### src/source/ines_pkg.sv
// iNES image format constants and the types for the parsed header and the boot stream
`default_nettype none

package ines_pkg;

    localparam logic [31:0] INES_SIGNATURE      = 32'h4E45_531A; // "NES" and 1Ah
    localparam int unsigned INES_HEADER_BYTES   = 16;
    localparam int unsigned PRG_BANK_BYTES_LOG2 = 14;            // 16 KB banks
    localparam int unsigned CHR_BANK_BYTES_LOG2 = 13;            // 8 KB banks
    localparam int unsigned BANK_COUNT_W        = 6;
    localparam int unsigned ROM_OFFSET_W        = 19;

    typedef logic [ROM_OFFSET_W-1:0] rom_offset_t;

    typedef struct packed {
        logic [BANK_COUNT_W-1:0] prg_banks;
        logic [BANK_COUNT_W-1:0] chr_banks;
        logic                    chr_is_rom;      // Zero CHR banks means CHR RAM
        logic                    vertical_layout; // Flags 6 bit 0
        logic                    alt_layout;      // Flags 6 bit 3
        logic [7:0]              mapper;
    } ines_header_t;

    typedef struct packed {
        logic        valid;
        logic        is_chr;
        rom_offset_t offset;  // Offset inside PRG or CHR
        logic [7:0]  data;
    } boot_data_t;

    typedef struct packed {
        logic booting;
        logic prg_received;
        logic chr_received;
        logic complete;
        logic failed;
    } boot_status_t;

endpackage

`default_nettype wire

### src/source/sd_read_pkg.sv
// SD block reader interface: block geometry and the request, byte and status types
`default_nettype none

package sd_read_pkg;

    localparam int unsigned SD_BLOCK_BYTES       = 512;
    localparam int unsigned SD_BLOCK_IDX_W       = 9;
    localparam int unsigned SD_BLOCK_ADDR_W      = 32;
    localparam int unsigned BLOCKS_PER_GAME_LOG2 = 11; // 1 MB slot per game

    typedef struct packed {
        logic                       start;      // One-cycle pulse
        logic [SD_BLOCK_ADDR_W-1:0] block_addr;
    } sd_read_req_t;

    typedef struct packed {
        logic                      valid;
        logic [SD_BLOCK_IDX_W-1:0] index; // Byte position inside the block
        logic [7:0]                data;
    } sd_byte_t;

    typedef struct packed {
        logic idle;
        logic ok;   // Meaningful when idle rises
    } sd_status_t;

endpackage

`default_nettype wire

### src/source/ines_header_parser.sv
// iNES header parser: latches header fields by byte index and checks the signature
`timescale 1ns/1ns
`default_nettype none

module ines_header_parser (
    input  wire                     clk_i,
    input  wire                     rst_i,
    input  wire                     capture_i,
    input  wire sd_read_pkg::sd_byte_t sd_byte_i,
    output ines_pkg::ines_header_t  header_o,
    output logic                    sign_ok_o
);

    logic [31:0]                       sign_r;
    logic [ines_pkg::BANK_COUNT_W-1:0] prg_banks_r;
    logic [ines_pkg::BANK_COUNT_W-1:0] chr_banks_r;
    logic                              vertical_r;
    logic                              alt_layout_r;
    logic [3:0]                        mapper_lo_r;
    logic [3:0]                        mapper_hi_r;
    logic                              sign_ok_r;
    logic                              take;

    assign take = capture_i && sd_byte_i.valid;

    always_ff @(posedge clk_i) begin
        if (rst_i) begin
            prg_banks_r <= '0;
            chr_banks_r <= '0;
            sign_ok_r   <= 1'b0;
        end else if (take) begin
            case (sd_byte_i.index)
                9'd4: begin
                    prg_banks_r <= sd_byte_i.data[ines_pkg::BANK_COUNT_W-1:0];
                    sign_ok_r   <= (sign_r == ines_pkg::INES_SIGNATURE); // All 4 bytes are in
                end
                9'd5:    chr_banks_r <= sd_byte_i.data[ines_pkg::BANK_COUNT_W-1:0];
                default: ;
            endcase
        end
    end

    // Signature and flag bytes
    always_ff @(posedge clk_i) begin
        if (take) begin
            case (sd_byte_i.index)
                9'd0: sign_r[31:24] <= sd_byte_i.data;
                9'd1: sign_r[23:16] <= sd_byte_i.data;
                9'd2: sign_r[15:8]  <= sd_byte_i.data;
                9'd3: sign_r[7:0]   <= sd_byte_i.data;
                9'd6: begin
                    vertical_r   <= sd_byte_i.data[0];
                    alt_layout_r <= sd_byte_i.data[3];
                    mapper_lo_r  <= sd_byte_i.data[7:4];
                end
                9'd7:    mapper_hi_r <= sd_byte_i.data[7:4];
                default: ;
            endcase
        end
    end

    assign header_o.prg_banks       = prg_banks_r;
    assign header_o.chr_banks       = chr_banks_r;
    assign header_o.chr_is_rom      = |chr_banks_r;
    assign header_o.vertical_layout = vertical_r;
    assign header_o.alt_layout      = alt_layout_r;
    assign header_o.mapper          = {mapper_hi_r, mapper_lo_r};
    assign sign_ok_o                = sign_ok_r;

endmodule

`default_nettype wire

### src/source/boot_credit_counter.sv
// Credit counter: byte slots granted by the memory loader minus boot bytes sent
`timescale 1ns/1ns
`default_nettype none

module boot_credit_counter (
    input  wire  clk_i,
    input  wire  rst_i,
    input  wire  credit_i,
    input  wire  consume_i,
    output logic full_o
);

    typedef logic [sd_read_pkg::SD_BLOCK_IDX_W:0] count_t; // Holds 0 to a full block

    count_t count_r;

    always_ff @(posedge clk_i) begin
        if (rst_i) begin
            count_r <= '0;                                  // Loader grants from zero
        end else begin
            case ({credit_i, consume_i})
                2'b10:   count_r <= count_r + 1'b1;
                2'b01:   count_r <= count_r - 1'b1;
                default: count_r <= count_r;                // Both or neither cancel out
            endcase
        end
    end

    // A block may only start once all of its bytes have room
    assign full_o = (count_r >= count_t'(sd_read_pkg::SD_BLOCK_BYTES));

endmodule

`default_nettype wire

### src/source/boot_sequencer.sv
// Boot sequencer: requests SD blocks and streams PRG then CHR bytes with their offsets
`timescale 1ns/1ns
`default_nettype none

module boot_sequencer (
    input  wire [7:0]                    game_index_i,
    input  wire                          clk_i,
    input  wire                          rst_i,
    output sd_read_pkg::sd_read_req_t    sd_req_o,
    input  wire sd_read_pkg::sd_byte_t   sd_byte_i,
    input  wire sd_read_pkg::sd_status_t sd_status_i,
    input  wire ines_pkg::ines_header_t  header_i,
    input  wire                          sign_ok_i,
    input  wire                          credits_full_i,
    output logic                         capture_o,
    output logic                         consume_o,
    output ines_pkg::boot_data_t         boot_data_o,
    output ines_pkg::boot_status_t       status_o
);

    typedef enum logic [3:0] {
        ST_WAIT_READY, ST_PREP_HEADER, ST_READ_HEADER,
        ST_IDLE, ST_PREP_DATA, ST_READ_DATA,
        ST_CHECK_BLOCK, ST_FAILED, ST_FINISHED
    } state_t;

    typedef logic [ines_pkg::ROM_OFFSET_W:0]         size_t;
    typedef logic [sd_read_pkg::SD_BLOCK_ADDR_W-1:0] addr_t;
    typedef logic [sd_read_pkg::SD_BLOCK_IDX_W-1:0]  idx_t;

    state_t                state_r;
    state_t                state_next;
    logic [7:0]            game_index_r;
    logic                  first_cycle_r;
    logic                  start_r;
    addr_t                 block_addr_r;
    logic                  busy_seen_r;   // Reader has left idle for this block
    logic                  block_ok_r;
    ines_pkg::rom_offset_t offset_r;
    logic                  prg_rcvd_r;
    logic                  chr_rcvd_r;
    logic                  out_valid_r;
    logic                  out_is_chr_r;
    ines_pkg::rom_offset_t out_offset_r;
    logic [7:0]            out_data_r;
    size_t                 prg_bytes;
    size_t                 chr_bytes;
    size_t                 offset_inc;
    logic                  ready;
    logic                  hdr_done;
    logic                  block_end;
    logic                  done;
    logic                  send;
    logic                  prg_last;
    logic                  chr_last;

    assign ready     = sd_status_i.idle && credits_full_i;
    assign hdr_done  = sd_byte_i.valid && (sd_byte_i.index == idx_t'(ines_pkg::INES_HEADER_BYTES - 1));
    assign block_end = busy_seen_r && sd_status_i.idle;
    assign done      = prg_rcvd_r && chr_rcvd_r;
    assign send      = sd_byte_i.valid && (state_r == ST_READ_DATA) && sign_ok_i && !done;

    assign prg_bytes  = size_t'(header_i.prg_banks) << ines_pkg::PRG_BANK_BYTES_LOG2;
    assign chr_bytes  = size_t'(header_i.chr_banks) << ines_pkg::CHR_BANK_BYTES_LOG2;
    assign offset_inc = size_t'(offset_r) + 1'b1;
    assign prg_last   = (offset_inc == prg_bytes);
    assign chr_last   = (offset_inc == chr_bytes);

    always_comb begin
        state_next = state_r;
        case (state_r)
            ST_WAIT_READY:  if (ready) state_next = ST_PREP_HEADER;
            ST_PREP_HEADER: state_next = ST_READ_HEADER;
            ST_READ_HEADER: if (hdr_done) state_next = ST_READ_DATA; // Rest of block is PRG
            ST_IDLE:        if (ready) state_next = ST_PREP_DATA;
            ST_PREP_DATA:   state_next = ST_READ_DATA;
            ST_READ_DATA:   if (block_end) state_next = ST_CHECK_BLOCK;
            ST_CHECK_BLOCK: begin
                if (done)
                    state_next = ST_FINISHED;
                else if (!block_ok_r || !sign_ok_i)
                    state_next = ST_FAILED;
                else
                    state_next = ST_IDLE;
            end
            default:        state_next = state_r;               // Failed and finished hold
        endcase
    end

    always_ff @(posedge clk_i) begin
        if (rst_i) begin
            state_r       <= ST_WAIT_READY;
            first_cycle_r <= 1'b1;
            start_r       <= 1'b0;
            busy_seen_r   <= 1'b0;
            offset_r      <= '0;
            prg_rcvd_r    <= 1'b0;
            chr_rcvd_r    <= 1'b0;
            out_valid_r   <= 1'b0;
        end else begin
            state_r       <= state_next;
            first_cycle_r <= 1'b0;
            start_r       <= (state_r == ST_PREP_HEADER) || (state_r == ST_PREP_DATA);
            out_valid_r   <= send;
            if ((state_r == ST_PREP_HEADER) || (state_r == ST_PREP_DATA))
                busy_seen_r <= 1'b0;
            else if (!sd_status_i.idle)
                busy_seen_r <= 1'b1;
            if (send && !prg_rcvd_r) begin
                offset_r   <= prg_last ? '0 : offset_inc[ines_pkg::ROM_OFFSET_W-1:0];
                prg_rcvd_r <= prg_last;                          // CHR restarts at offset 0
            end else if (send) begin
                offset_r <= offset_inc[ines_pkg::ROM_OFFSET_W-1:0];
                if (chr_last)
                    chr_rcvd_r <= 1'b1;
            end
            if ((state_r == ST_READ_DATA) && !header_i.chr_is_rom)
                chr_rcvd_r <= 1'b1;                              // CHR RAM needs no data
        end
    end

    always_ff @(posedge clk_i) begin
        if (first_cycle_r)
            game_index_r <= game_index_i;
        if (state_r == ST_PREP_HEADER)
            block_addr_r <= addr_t'(game_index_r) << sd_read_pkg::BLOCKS_PER_GAME_LOG2;
        else if (state_r == ST_PREP_DATA)
            block_addr_r <= block_addr_r + 1'b1;
        if ((state_r == ST_READ_DATA) && block_end)
            block_ok_r <= sd_status_i.ok;                        // Sampled as idle rises
        out_is_chr_r <= prg_rcvd_r;
        out_offset_r <= offset_r;
        out_data_r   <= sd_byte_i.data;
    end

    assign sd_req_o.start      = start_r;
    assign sd_req_o.block_addr = block_addr_r;
    assign capture_o           = (state_r == ST_READ_HEADER);
    assign consume_o           = send;

    assign boot_data_o.valid  = out_valid_r;
    assign boot_data_o.is_chr = out_is_chr_r;
    assign boot_data_o.offset = out_offset_r;
    assign boot_data_o.data   = out_data_r;

    assign status_o.booting      = !done && (state_r != ST_FAILED);
    assign status_o.prg_received = prg_rcvd_r;
    assign status_o.chr_received = chr_rcvd_r;
    assign status_o.complete     = done;
    assign status_o.failed       = (state_r == ST_FAILED);

endmodule

`default_nettype wire

### src/source/nes_boot_top.sv
// NES game loader top: header parser, boot sequencer and credit counter
`timescale 1ns/1ns
`default_nettype none

module nes_boot_top (
    input  wire                          clk_i,
    input  wire                          rst_i,
    input  wire [7:0]                    game_index_i,
    output sd_read_pkg::sd_read_req_t    sd_req_o,
    input  wire sd_read_pkg::sd_byte_t   sd_byte_i,
    input  wire sd_read_pkg::sd_status_t sd_status_i,
    input  wire                          credit_i,
    output ines_pkg::boot_data_t         boot_data_o,
    output ines_pkg::ines_header_t       header_o,
    output ines_pkg::boot_status_t       status_o
);

    logic capture;
    logic sign_ok;
    logic consume;
    logic credits_full;

    ines_header_parser u_parser (
        .clk_i     (clk_i),
        .rst_i     (rst_i),
        .capture_i (capture),
        .sd_byte_i (sd_byte_i),
        .header_o  (header_o),
        .sign_ok_o (sign_ok)
    );

    boot_credit_counter u_credits (
        .clk_i     (clk_i),
        .rst_i     (rst_i),
        .credit_i  (credit_i),
        .consume_i (consume),
        .full_o    (credits_full)
    );

    boot_sequencer u_sequencer (
        .clk_i          (clk_i),
        .rst_i          (rst_i),
        .game_index_i   (game_index_i),
        .sd_req_o       (sd_req_o),
        .sd_byte_i      (sd_byte_i),
        .sd_status_i    (sd_status_i),
        .header_i       (header_o),     // Parsed fields feed the size counters
        .sign_ok_i      (sign_ok),
        .credits_full_i (credits_full),
        .capture_o      (capture),
        .consume_o      (consume),
        .boot_data_o    (boot_data_o),
        .status_o       (status_o)
    );

endmodule

`default_nettype wire

### config.mk
export PLATFORM = sky130hd
export DESIGN_NAME = nes_boot_top
export DESIGN_NICKNAME = d
export VERILOG_FILES = /design/src/source/ines_pkg.sv /design/src/source/sd_read_pkg.sv /design/src/source/ines_header_parser.sv /design/src/source/boot_credit_counter.sv /design/src/source/boot_sequencer.sv /design/src/source/nes_boot_top.sv
export SDC_FILE = /design/constraint.sdc
export NUM_CORES = 1
export LEC_CHECK = 0
export ABC_AREA = 1
export BUFFER_PORTS_ARGS = -buffer_cell sky130_fd_sc_hd__buf_2
export CAP_MARGIN = 0
export CORE_MARGIN = 1
export CORE_UTILIZATION = 57
export CTS_CLUSTER_DIAMETER = 50
export CTS_CLUSTER_SIZE = 8
export DETAILED_ROUTE_END_ITERATION = 10
export PLACE_DENSITY = 0.8
export SLEW_MARGIN = 20
export SYNTH_ARGS = -nofsm -noshare
export SYNTH_HDL_FRONTEND = slang
export SYNTH_SLANG_ARGS = --single-unit
### constraint.sdc
create_clock -name clk_i -period 3.27 [get_ports clk_i]
set_input_delay 0.327 -clock clk_i [delete_from_list [all_inputs] [get_ports clk_i]]
set_output_delay 0.327 -clock clk_i [all_outputs]
set_load 0.05 [all_outputs]
Word level (Yosys, flattened, before mapping)

Cells that the tools add are included.

Register bits after elaboration: 163
Input bits: 31
Output and inout bits: 90
Word-level logic and storage cells: 115

Add/subtract/negate cells: 4
Magnitude comparators: 1
Equal/unequal tests: 26
Muxes and demuxes: 18
Reductions and logical operators: 39

Operators with widths:

| kind                    | number |
|---|---|
| $mux W19                | 5 |
| $eq A9 B3 Y1 const B    | 4 |
| $add A32 B1 Y32 const B | 1 |
| $eq A32 B31 Y1 const B  | 1 |
| $pmux W4 S7             | 1 |
| $add A19 B1 Y20 const B | 1 |
| $eq A20 B19 Y1          | 1 |
| $eq A20 B20 Y1          | 1 |
| $mux W4                 | 5 |
| $pmux W10 S2            | 1 |
| $eq A9 B2 Y1 const B    | 2 |
| $eq A4 B3 Y1 const B    | 4 |
| $reduce_and A2 Y1       | 8 |
| $logic_and A1 B1 Y1     | 12 |
| $add A10 B1 Y10 const B | 1 |
| $ge A10 B10 Y1 const B  | 1 |
| $reduce_bool A2 Y1      | 5 |
| $sub A10 B1 Y10 const B | 1 |
| $eq A9 B1 Y1 const B    | 1 |
| $eq A9 B4 Y1 const B    | 1 |
| $logic_not A9 Y1        | 1 |
| $eq A4 B2 Y1 const B    | 2 |
| $ne A2 B1 Y1 const B    | 4 |
| $reduce_bool A7 Y1      | 1 |
| other kinds (14)        | 23 |

Logic depth before layout (Yosys ltp)

Gate-level depths: netlist of run 1.

Depth in word-level cells: 7
Mapped depth: 21
Gate-level depth less buffers: 19

Cells and area by module

Synthesis of run 1 repeated with hierarchy kept, for this count alone.

Cells, all modules: 1,011
Area total of the unflattened synthesis: 7,851.3 sq um

Modules (own cells, without submodules):

| module              | times used | cells each | area an instance (sq um) | sequential area each (sq um) |
|---|---|---|---|---|
| boot_sequencer      | 1          | 655        | 4,727.0                  | 2,132.0 |
| ines_header_parser  | 1          | 195        | 2,107.0                  | 1,521.5 |
| boot_credit_counter | 1          | 161        | 1,017.2                  | 200.2 |

Worst setup path after synthesis of run 1

Ideal clock, no wire load.

Path type: register -> register
Start point: register u_sequencer.state_r[1]
End point: register u_credits.count_r[6]
Library setup time: 0.115 ns
Arrival time: 2.792 ns
Required time: 3.155 ns
Slack: 0.362 ns
Cell stages (with the launch flop): 19
Buffers on the path: 2
Period minus slack after synthesis: 2.908 ns
Cell sequence: dfxtp_1 > inv_1 > nand2_1 > nor2_1 > nand2_1 > inv_1 > buf_2 > ha_1 > buf_4 > xor2_1 > ha_1 > a21oi_1 > o21ai_0 > nand2_1 > o21ai_0 > a21oi_1 > xor2_1 > o21ai_0 > inv_1

Cells in the longest elaborated chain, start to end: 6
Elaborated cells on any way between the ends: 8
Classes of those cells: eq/ne (3); mux (1); reduce/logical (4)

RTL lines:

| item                                               | RTL line                  | text |
|---|---|---|
| from (decl)                                        | boot_sequencer.sv:31      | `state_t state_r;` |
| from (signal assigned)                             | boot_sequencer.sv:101     | `state_r <= state_next;` |
| $eq A4 B3 Y1 (*)                                   | boot_sequencer.sv:61      | `assign send = sd_byte_i.valid && (state_r == ST_READ_DATA) && sign_ok_i && !done;` |
| $logic_and A1 B1 Y1 (*) (3 in a row)               | boot_sequencer.sv:61      |  |
| net consume                                        | nes_boot_top.sv:20        | `logic consume;` |
| $eq A2 B1 Y1 or $eq A2 B2 Y1 (tied branches)       | boot_credit_counter.sv:21 | `case ({credit_i, consume_i})` |
| $pmux W10 S2 or $reduce_bool A2 Y1 (tied branches) | n/a                       |  |
| to (signal assigned)                               | boot_credit_counter.sv:22 | `2'b10: count_r <= count_r + 1'b1;` |
| to (signal assigned)                               | boot_credit_counter.sv:23 | `2'b01: count_r <= count_r - 1'b1;` |
| to (signal assigned)                               | boot_credit_counter.sv:24 | `default: count_r <= count_r;` |
| to (decl)                                          | boot_credit_counter.sv:15 | `count_t count_r;` |

The timed path passes the listed nets; every way through them passes the cells marked *.
A chain may end at the register's enable or synchronous reset.

Worst setup path in the final report of run 1

Start point: register u_sequencer.state_r[1]
End point: register u_credits.count_r[6]

Cells in the longest elaborated chain, start to end: 6
Elaborated cells on any way between the ends: 8
Classes of those cells: eq/ne (3); mux (1); reduce/logical (4)

RTL lines:

| item                                               | RTL line |
|---|---|
| $eq A4 B3 Y1 (*)                                   | boot_sequencer.sv:61 |
| $logic_and A1 B1 Y1 (*) (3 in a row)               | boot_sequencer.sv:61 |
| $eq A2 B1 Y1 or $eq A2 B2 Y1 (tied branches)       | boot_credit_counter.sv:21 |
| $pmux W10 S2 or $reduce_bool A2 Y1 (tied branches) | n/a |

Every way passes the cells marked *; elsewhere a longest branch is shown, timed or not.

==> impl_results.md, run 1 <==
* Outcome: finished, final reports clean
* Yosys top cell area share at 27.9%
* Setup_tns at 0 ns
* Mapped Cells at 895
* Die X-Extent at 116 microns
* DRT iter0 DRCs at 419
* Worst-case reg-to-reg path depth at 16
* Clk slew on worst S/H paths at 0.06 ns
* Register area share after synthesis at 51.7%
* Die ar. at 0.0135 sq mm
* Leakage at 3.76 nW
* H-Tree Depth at 4
* Antenna Cells at 0
* Switching share of power at 30.0%
* Worst-Margin Slew at 0.921 ns
* Net Sw Power at 1.62 mW
* Core ar. at 0.0127 sq mm
* Critical Path Start: u_sequencer.state_r[1]$_SDFFE_PP0P_
* Slew Viols, Final at 0
* Worst Hold Depth at 1
* WP data arrival at 3.02 ns
* Die Ht at 116 microns
* Antenna violations before repair at 0
* Top cells by area, synth: dfxtp_1 (28%), edfxtp_1 (24%), nand2_1 (8.9%)
* Synth top cells by count: nand2_1 (177), inv_1 (116), nor2_1 (111)
* GRT Util Overall at 27.5%
* Layout Nets at 1051
* Max-slew headroom at 38.2%
* CTS tree: built
* RD Place Congestion at 0.915
* DR pass1 iterations at 5
* Maximum root-to-sink buffer count at 2
* Std-Cell Rows at 41
* Ratio of cells with drive above 1 in the final layout at 20.0%
* Final Cell Area at 0.00878 sq mm
* Clock Sinks at 163
* Top FF cell, synth: dfxtp_1
* Ys Warns at 0
* Worst r2r src: u_sequencer.state_r[1]$_SDFFE_PP0P_
* Largest net degree at the start of global routing at 43
* Distinct cells, synth at 43
* Via count at 6393
* Vias per inst at 5.33
* Synth-to-layout area growth at 17.8%
* CTS root buf: clkbuf_16
* Flop pwr share at 43.9%
* CP Launch Type: flip-flop
* Cell Int Power at 3.78 mW
* Top-count cell post-synth: nand2_1
* Clock Power Share at 37.3%
* Clock Skew at 0.00653 ns
* Top Ports at 121
* CP Max Fanout at 5
* Hold WC Path Type: in2reg
* Syn Nets at 932
* Resize count post-CTS at 0
* VDD IR-drop max at 405 uV
* Total Wirelength at 17400 microns
* Fin crit period at 2.71 ns
* Crit share post-route at 82.7%
* HPWL Detailed at 12400 microns
* Fill count at 1036
* Final ANT Viol Nets at 0
* Vias in the first global route at 5979
* Clock latency on the worst-skew pair at 0.43 ns
* RSZ-0062 raised after global routing: false
* CP Capture Type: flip-flop
* Yosys reg bits at 163
* CP required at 3.59 ns
* Post-Syn Area per Cell at 8.33 sq um
* Post-synth ARST share at 0%
* Logic pwr share at 18.7%
* Global-route wire length before repair at 28400 microns
* Synthesized cell area at 0.00745 sq mm
* Max-cap violations at 0
* WL/cell at 14.5 microns
* P per Cell Area at 616 mW/mm^2
* Hold buffers post-CTS at 0
* Initial Utilization at 58.8%
* Quantity of I/O buffers inserted on ports at 120
* Congestion Overflow GR at 0
* Hold Fails Final Rpt at 0
* EDFF count, synth at 59
* Post-CTS Setup Inserts at 0
* CTS buffer count at 17
* DRC errors left at 0
* Design Power at 5.40 mW
* Hold Path Origin: game_index_i[5]
* Placed Instance Area at 0.00817 sq mm
* Leading area contributor after synthesis: dfxtp_1
* Critical path class: reg2reg
* Final setup violation count at 0
* Max Clk Rate at 0.370 GHz
==> flip-flops by register name, summed over array words and instances (netlist names), 4 cells and up <==
signal	flops
u_parser.mapper_hi_r	4
u_parser.prg_banks_r	6
u_sequencer.out_data_r	8
u_parser.mapper_lo_r	4
u_parser.chr_banks_r	6
u_sequencer.out_offset_r	19
u_sequencer.game_index_r	8
u_sequencer.state_r	4
u_credits.count_r	10
u_sequencer.block_addr_r	32
u_sequencer.offset_r	19
u_parser.sign_r	32
==> power by group through the flow <==
stage	Clock [mW]	Sequential (mW)	Combinational [mW]
3_5_place_dp	0	2.41	0.996
5_1_grt	2.11	2.39	1.12
3_3_place_gp	0	2.41	0.986
2_1_floorplan	0	2.62	0.530
4_1_cts	2.03	2.37	1.01
6_report	2.02	2.37	1.01
==> cells by family (layout without fill, tap and decap cells) <==
group                    after synthesis  count (layout)  share of synthesized area, %
flip-flops                           163             163                          51.7
AO/OA/AOI/OAI                        120             120                          9.42
XOR/XNOR                              24              24                          2.82
adder cells (fa/ha/maj)                6               6                          1.01
buffers and inverters                147             279                          8.02
AND/OR/NAND/NOR                      435             435                          27.0
==> routing by layer <==
layer	up-vias	GRT usage, %	routed length [microns]
li1	3188	-	-
met4	0	11.0	401
met1	2959	34.7	7570
met2	209	45.4	8370
met5	-	0	0
met3	37	6.85	1100
==> area by class of cell <==
class	instances	area, sq um	share of cell area, %
inverter	121	454	5.17
timing repair buffer	126	646	7.36
clock buffer	29	542	6.17
tap	172	215	2.45
multi-input combinational	585	3000	34.2
sequential	163	3850	43.9
clock inverter	3	65.1	0.741
==> cell usage in the layout (no fill, tap or decap), types with 7 or more instances in the layout <==
master / count
nand2_1: 177
buf_2: 120
inv_1: 116
nor2_1: 111
dfxtp_1: 104
edfxtp_1: 59
a21oi_1: 52
nand3_1: 49
o21ai_0: 34
nand4_1: 22
nor3_1: 20
xor2_1: 20
a211oi_1: 18
clkbuf_16: 17
nand2_2: 14
nor2_2: 10
clkbuf_8: 7
==> critical path: stages (launching register included) <==
cell and delay [ns]:
dfxtp_1 0.36, inv_1 0.12, nand2_1 0.09, nor2_1 0.24
nand2_1 0.12, inv_1 0.10, ha_1 0.18, xor2_1 0.24
ha_1 0.19, a21oi_1 0.05, o21ai_0 0.17, nand2_1 0.06
o21ai_0 0.16, a21oi_1 0.15, xor2_1 0.16, o21ai_0 0.14
inv_1 0.05
==> final timing paths <==
kind | end | slack, ns
worst max-delay path | u_credits.count_r[6]$_SDFFE_PP0P_ | 0.56
worst min-delay path | u_sequencer.game_index_r[5]$_DFFE_PP_ | 0.07
worst max register to register | u_credits.count_r[6]$_SDFFE_PP0P_ | 0.56
worst min register to register | u_sequencer.out_is_chr_r$_DFF_P_ | 0.38
==> through the flow <==
step	cells	utilization, %	hold slack, ns	worst slack (ns)
after global placement	1167	64.5	0.366	0.733
after floorplan	895	-	0.326	0.362
final	1199	69.3	0.0741	0.565
after detailed placement	1167	64.5	0.377	0.616
after global routing	1199	69.3	0.0590	0.243
after CTS	1199	69.3	0.0614	0.599
No activity file was read; power rests on OpenSTA's default activity.
==> run 2: changes to the inputs <==
--- a/config.mk
+++ b/config.mk
@@ -9,11 +9,11 @@
 export BUFFER_PORTS_ARGS = -buffer_cell sky130_fd_sc_hd__buf_2
 export CAP_MARGIN = 0
 export CORE_MARGIN = 1
-export CORE_UTILIZATION = 57
+export CORE_UTILIZATION = 51
 export CTS_CLUSTER_DIAMETER = 50
 export CTS_CLUSTER_SIZE = 8
 export DETAILED_ROUTE_END_ITERATION = 10
-export PLACE_DENSITY = 0.8
+export PLACE_DENSITY = 0.76
 export SLEW_MARGIN = 20
 export SYNTH_ARGS = -nofsm -noshare
 export SYNTH_HDL_FRONTEND = slang
==> constraint.sdc (replaced) <==
create_clock -name clk_i -period 2.2 [get_ports clk_i]
set_input_delay 0.22 -clock clk_i [delete_from_list [all_inputs] [get_ports clk_i]]
set_output_delay 0.22 -clock clk_i [all_outputs]
set_load 0.05 [all_outputs]
==> run 2 against run 1 <==
Net effect: the run now ends with negative setup slack left; non-clock buffer count rose by 34; critical path depth did not move; final cell count rose by 3.5%.
==> impl_results.md, run 2 (synthesis results as in run 1) <==
* Outcome: finished, violations left (was finished, final reports clean)
* Violated checks: negative setup slack
* CP required at 2.52 ns (was 3.59 ns)
* Largest net degree at the start of global routing at 36 (was 43)
* WP data arrival at 2.59 ns (was 3.02 ns)
* RD Place Congestion at 0.890 (was 0.915)
* Antenna violations before repair at 0 (unchanged)
* Pre-CTS setup slack at 0.00759 ns (was 0.616 ns)
* DR pass1 iterations at 5 (unchanged)
* CP Capture Point: u_credits.count_r[4]$_SDFFE_PP0P_ (was u_credits.count_r[6]$_SDFFE_PP0P_)
* Setup WS post-layout at -0.0713 ns (was 0.565 ns)
* Worst r2r src: u_sequencer.prg_rcvd_r$_SDFFE_PP0P_ (was u_sequencer.state_r[1]$_SDFFE_PP0P_)
* H-Tree Depth at 4 (unchanged)
* CP Capture Type: flip-flop (unchanged)
* WL/cell at 14.2 microns (was 14.5 microns)
* Critical path depth at 16 (unchanged)
* Crit share post-route at 103% (was 82.7%)
* Worst path buffer plus inverter count at 4 (was 3)
* Die ar. at 0.0151 sq mm (was 0.0135 sq mm)
* Clock Skew at 0.00748 ns (was 0.00653 ns)
* CTS root buf: clkbuf_16 (unchanged)
* Die X-Extent at 123 microns (was 116 microns)
* Crit path top cell by count: o21ai_1
* Hold Fails Final Rpt at 0 (unchanged)
* Top flop regs: u_parser.sign_r (32), u_sequencer.block_addr_r (32) (unchanged)
* CTS buffer count at 17 (unchanged)
* P per Cell Area at 863 mW/mm^2 (was 616 mW/mm^2)
* Vias per inst at 5.22 (was 5.33)
* DRC errors left at 0 (unchanged)
* Congestion Overflow GR at 0 (unchanged)
* HPWL Detailed at 12700 microns (was 12400 microns)
* RSZ-0062 raised after global routing: true (was false)
* Antenna Cells at 0 (unchanged)
* Max Clk Rate at 0.440 GHz (was 0.370 GHz)
* Std-Cell Rows at 43 (was 41)
* Worst Hold Depth at 2 (was 1)
* Vias in the first global route at 5909 (was 5979)
* Max-slew headroom at 70.5% (was 38.2%)
* Hold WC Path Type: in2reg (unchanged)
* Critical Path Start: u_sequencer.prg_rcvd_r$_SDFFE_PP0P_ (was u_sequencer.state_r[1]$_SDFFE_PP0P_)
* GRT Util Overall at 24.4% (was 27.5%)
* Final ANT Viol Nets at 0 (unchanged)
* Maximum root-to-sink buffer count at 2 (unchanged)
* Fin crit period at 2.27 ns (was 2.71 ns)
* Core ar. at 0.0140 sq mm (was 0.0127 sq mm)
* Synth-to-layout area growth at 23.3% (was 17.8%)
* Commonest non-fill, non-tap cells in the layout: nand2_1 (172), buf_2 (120), inv_1 (110), nor2_1 (107), dfxtp_1 (100) (was nand2_1 (177), buf_2 (120), inv_1 (116), nor2_1 (111), dfxtp_1 (104))
* Quantity of I/O buffers inserted on ports at 120 (unchanged)
* Ratio of cells with drive above 1 in the final layout at 25.0% (was 20.0%)
* Leakage at 3.93 nW (was 3.76 nW)
* Top Ports at 121 (unchanged)
* R2R setup slack at -0.07 ns (was 0.56 ns)
* Die Ht at 123 microns (was 116 microns)
* Layout Nets at 1085 (was 1051)
* Global-route wire length before repair at 28300 microns (was 28400 microns)
* Initial Utilization at 53.1% (was 58.8%)
* CP Max Fanout at 3 (was 5)
* Crit-path slowest cell: dfxtp_2 (was dfxtp_1)
* Total Wirelength at 17700 microns (was 17400 microns)
* Cell Chain, Critical Path: nand2_2, inv_2, nor3_4, nand2_4, inv_4, ha_4, xor2_2, ha_2, a21oi_2, o21ai_1, nand2_1, o21ai_4, buf_4, xor2_1, o21ai_1, inv_1 (was inv_1, nand2_1, nor2_1, nand2_1, inv_1, ha_1, xor2_1, ha_1, a21oi_1, o21ai_0, nand2_1, o21ai_0, a21oi_1, xor2_1, o21ai_0, inv_1)
* Worst-case reg-to-reg path depth at 16 (unchanged)
* CTS tree: built (unchanged)
* Via count at 6476 (was 6393)
* CP delay by family, top: simple AND/OR/NAND/NOR gates (was compound AO/OA/AOI/OAI gates)
* Clk slew on worst S/H paths at 0.06 ns (about the same)
* Critical path class: reg2reg (unchanged)
* Worst hold slack at 0.0179 ns (was 0.0741 ns)
* Worst-Margin Slew at 0.439 ns (was 0.921 ns)
* Clock Sinks at 163 (unchanged)
* Clock latency on the worst-skew pair at 0.42 ns (was 0.43 ns)
* CP max stage delay at 0.32 ns (was 0.36 ns)
* Max-cap violations at 0 (unchanged)
* Commonest non-fill, non-tap cell in the layout: nand2_1 (unchanged)
* Setup_tns at -0.131 ns (was 0 ns)
* Slew Viols, Final at 0 (unchanged)
* VDD IR-drop max at 605 uV (was 405 uV)
* Worst reg2reg endpoint: u_credits.count_r[4]$_SDFFE_PP0P_ (was u_credits.count_r[6]$_SDFFE_PP0P_)
* CP Launch Type: flip-flop (unchanged)
* Final setup violation count at 3 (was 0)
* DRT iter0 DRCs at 429 (was 419)
-- run 2: worst min-delay path by stage --
stage | start | endpoint
finish | sd_status_i[1] | u_sequencer.busy_seen_r$_SDFFE_PP0N_
global route | sd_byte_i[3] | u_sequencer.out_data_r[3]$_DFF_P_
CTS | sd_byte_i[6] | u_sequencer.out_data_r[6]$_DFF_P_
detailed placement | u_sequencer.offset_r[18]$_SDFFE_PP0P_ | u_sequencer.out_offset_r[18]$_DFF_P_
global placement | u_sequencer.offset_r[18]$_SDFFE_PP0P_ | u_sequencer.out_offset_r[18]$_DFF_P_
floorplan | rst_i | u_sequencer.first_cycle_r$_DFF_P_
-- run 2: where the power goes --
part           internal [mW]  switching (mW)
Combinational          0.481            1.16
Sequential              3.35           0.157
Clock                   1.54            1.23
Total                   5.37            2.55
-- run 2: through the flow --
step           utilization, %  instances  total power, mW  area (sq um)
3_5_place_dp             59.9       1195             5.19          8410
2_1_floorplan               -        895             4.72          7540
4_1_cts                  64.6       1237             7.97          9080
5_1_grt                  65.4       1241             8.29          9190
3_3_place_gp             59.9       1195             5.16          8410
6_report                 65.4       1241             7.93          9190
-- run 2: metal layers --
layer / global-route usage (%) / wire [microns] / up-vias
met5: 0 / 0 / -
met4: 8.92 / 282 / 0
met3: 5.63 / 889 / 24
met2: 40.2 / 8570 / 187
met1: 31.2 / 7910 / 3016
li1: - / - / 3249
-- run 2: final cells by class --
| cell class | count | area (sq um) |
|---|---|---|
| tap | 180 | 225 |
| sequential | 163 | 3860 |
| clock inverter | 11 | 91.3 |
| inverter | 121 | 457 |
| timing repair buffer | 160 | 941 |
| fill | 1143 | 4850 |
| multi-input combinational | 585 | 3150 |
| clock buffer | 21 | 462 |
-- run 2: repair_timing --
item,CTS,global route
hold buffers,10,1
setup buffers,0,3
setup endpoints to repair,3,14
resized for setup,4,21
pin swaps,1,9
hold endpoints to repair,10,1
-- run 2: worst reg2reg max path, delay by kind of cell, from the launching register on --
kind	cells	cell delay, ns
AOI/OAI and AO/OA	4	0.44
xor gates and xnor gates	2	0.24
adders and majority gates	2	0.35
buffers and inverters	4	0.31
DFF	1	0.32
and+or+nand+nor	4	0.51
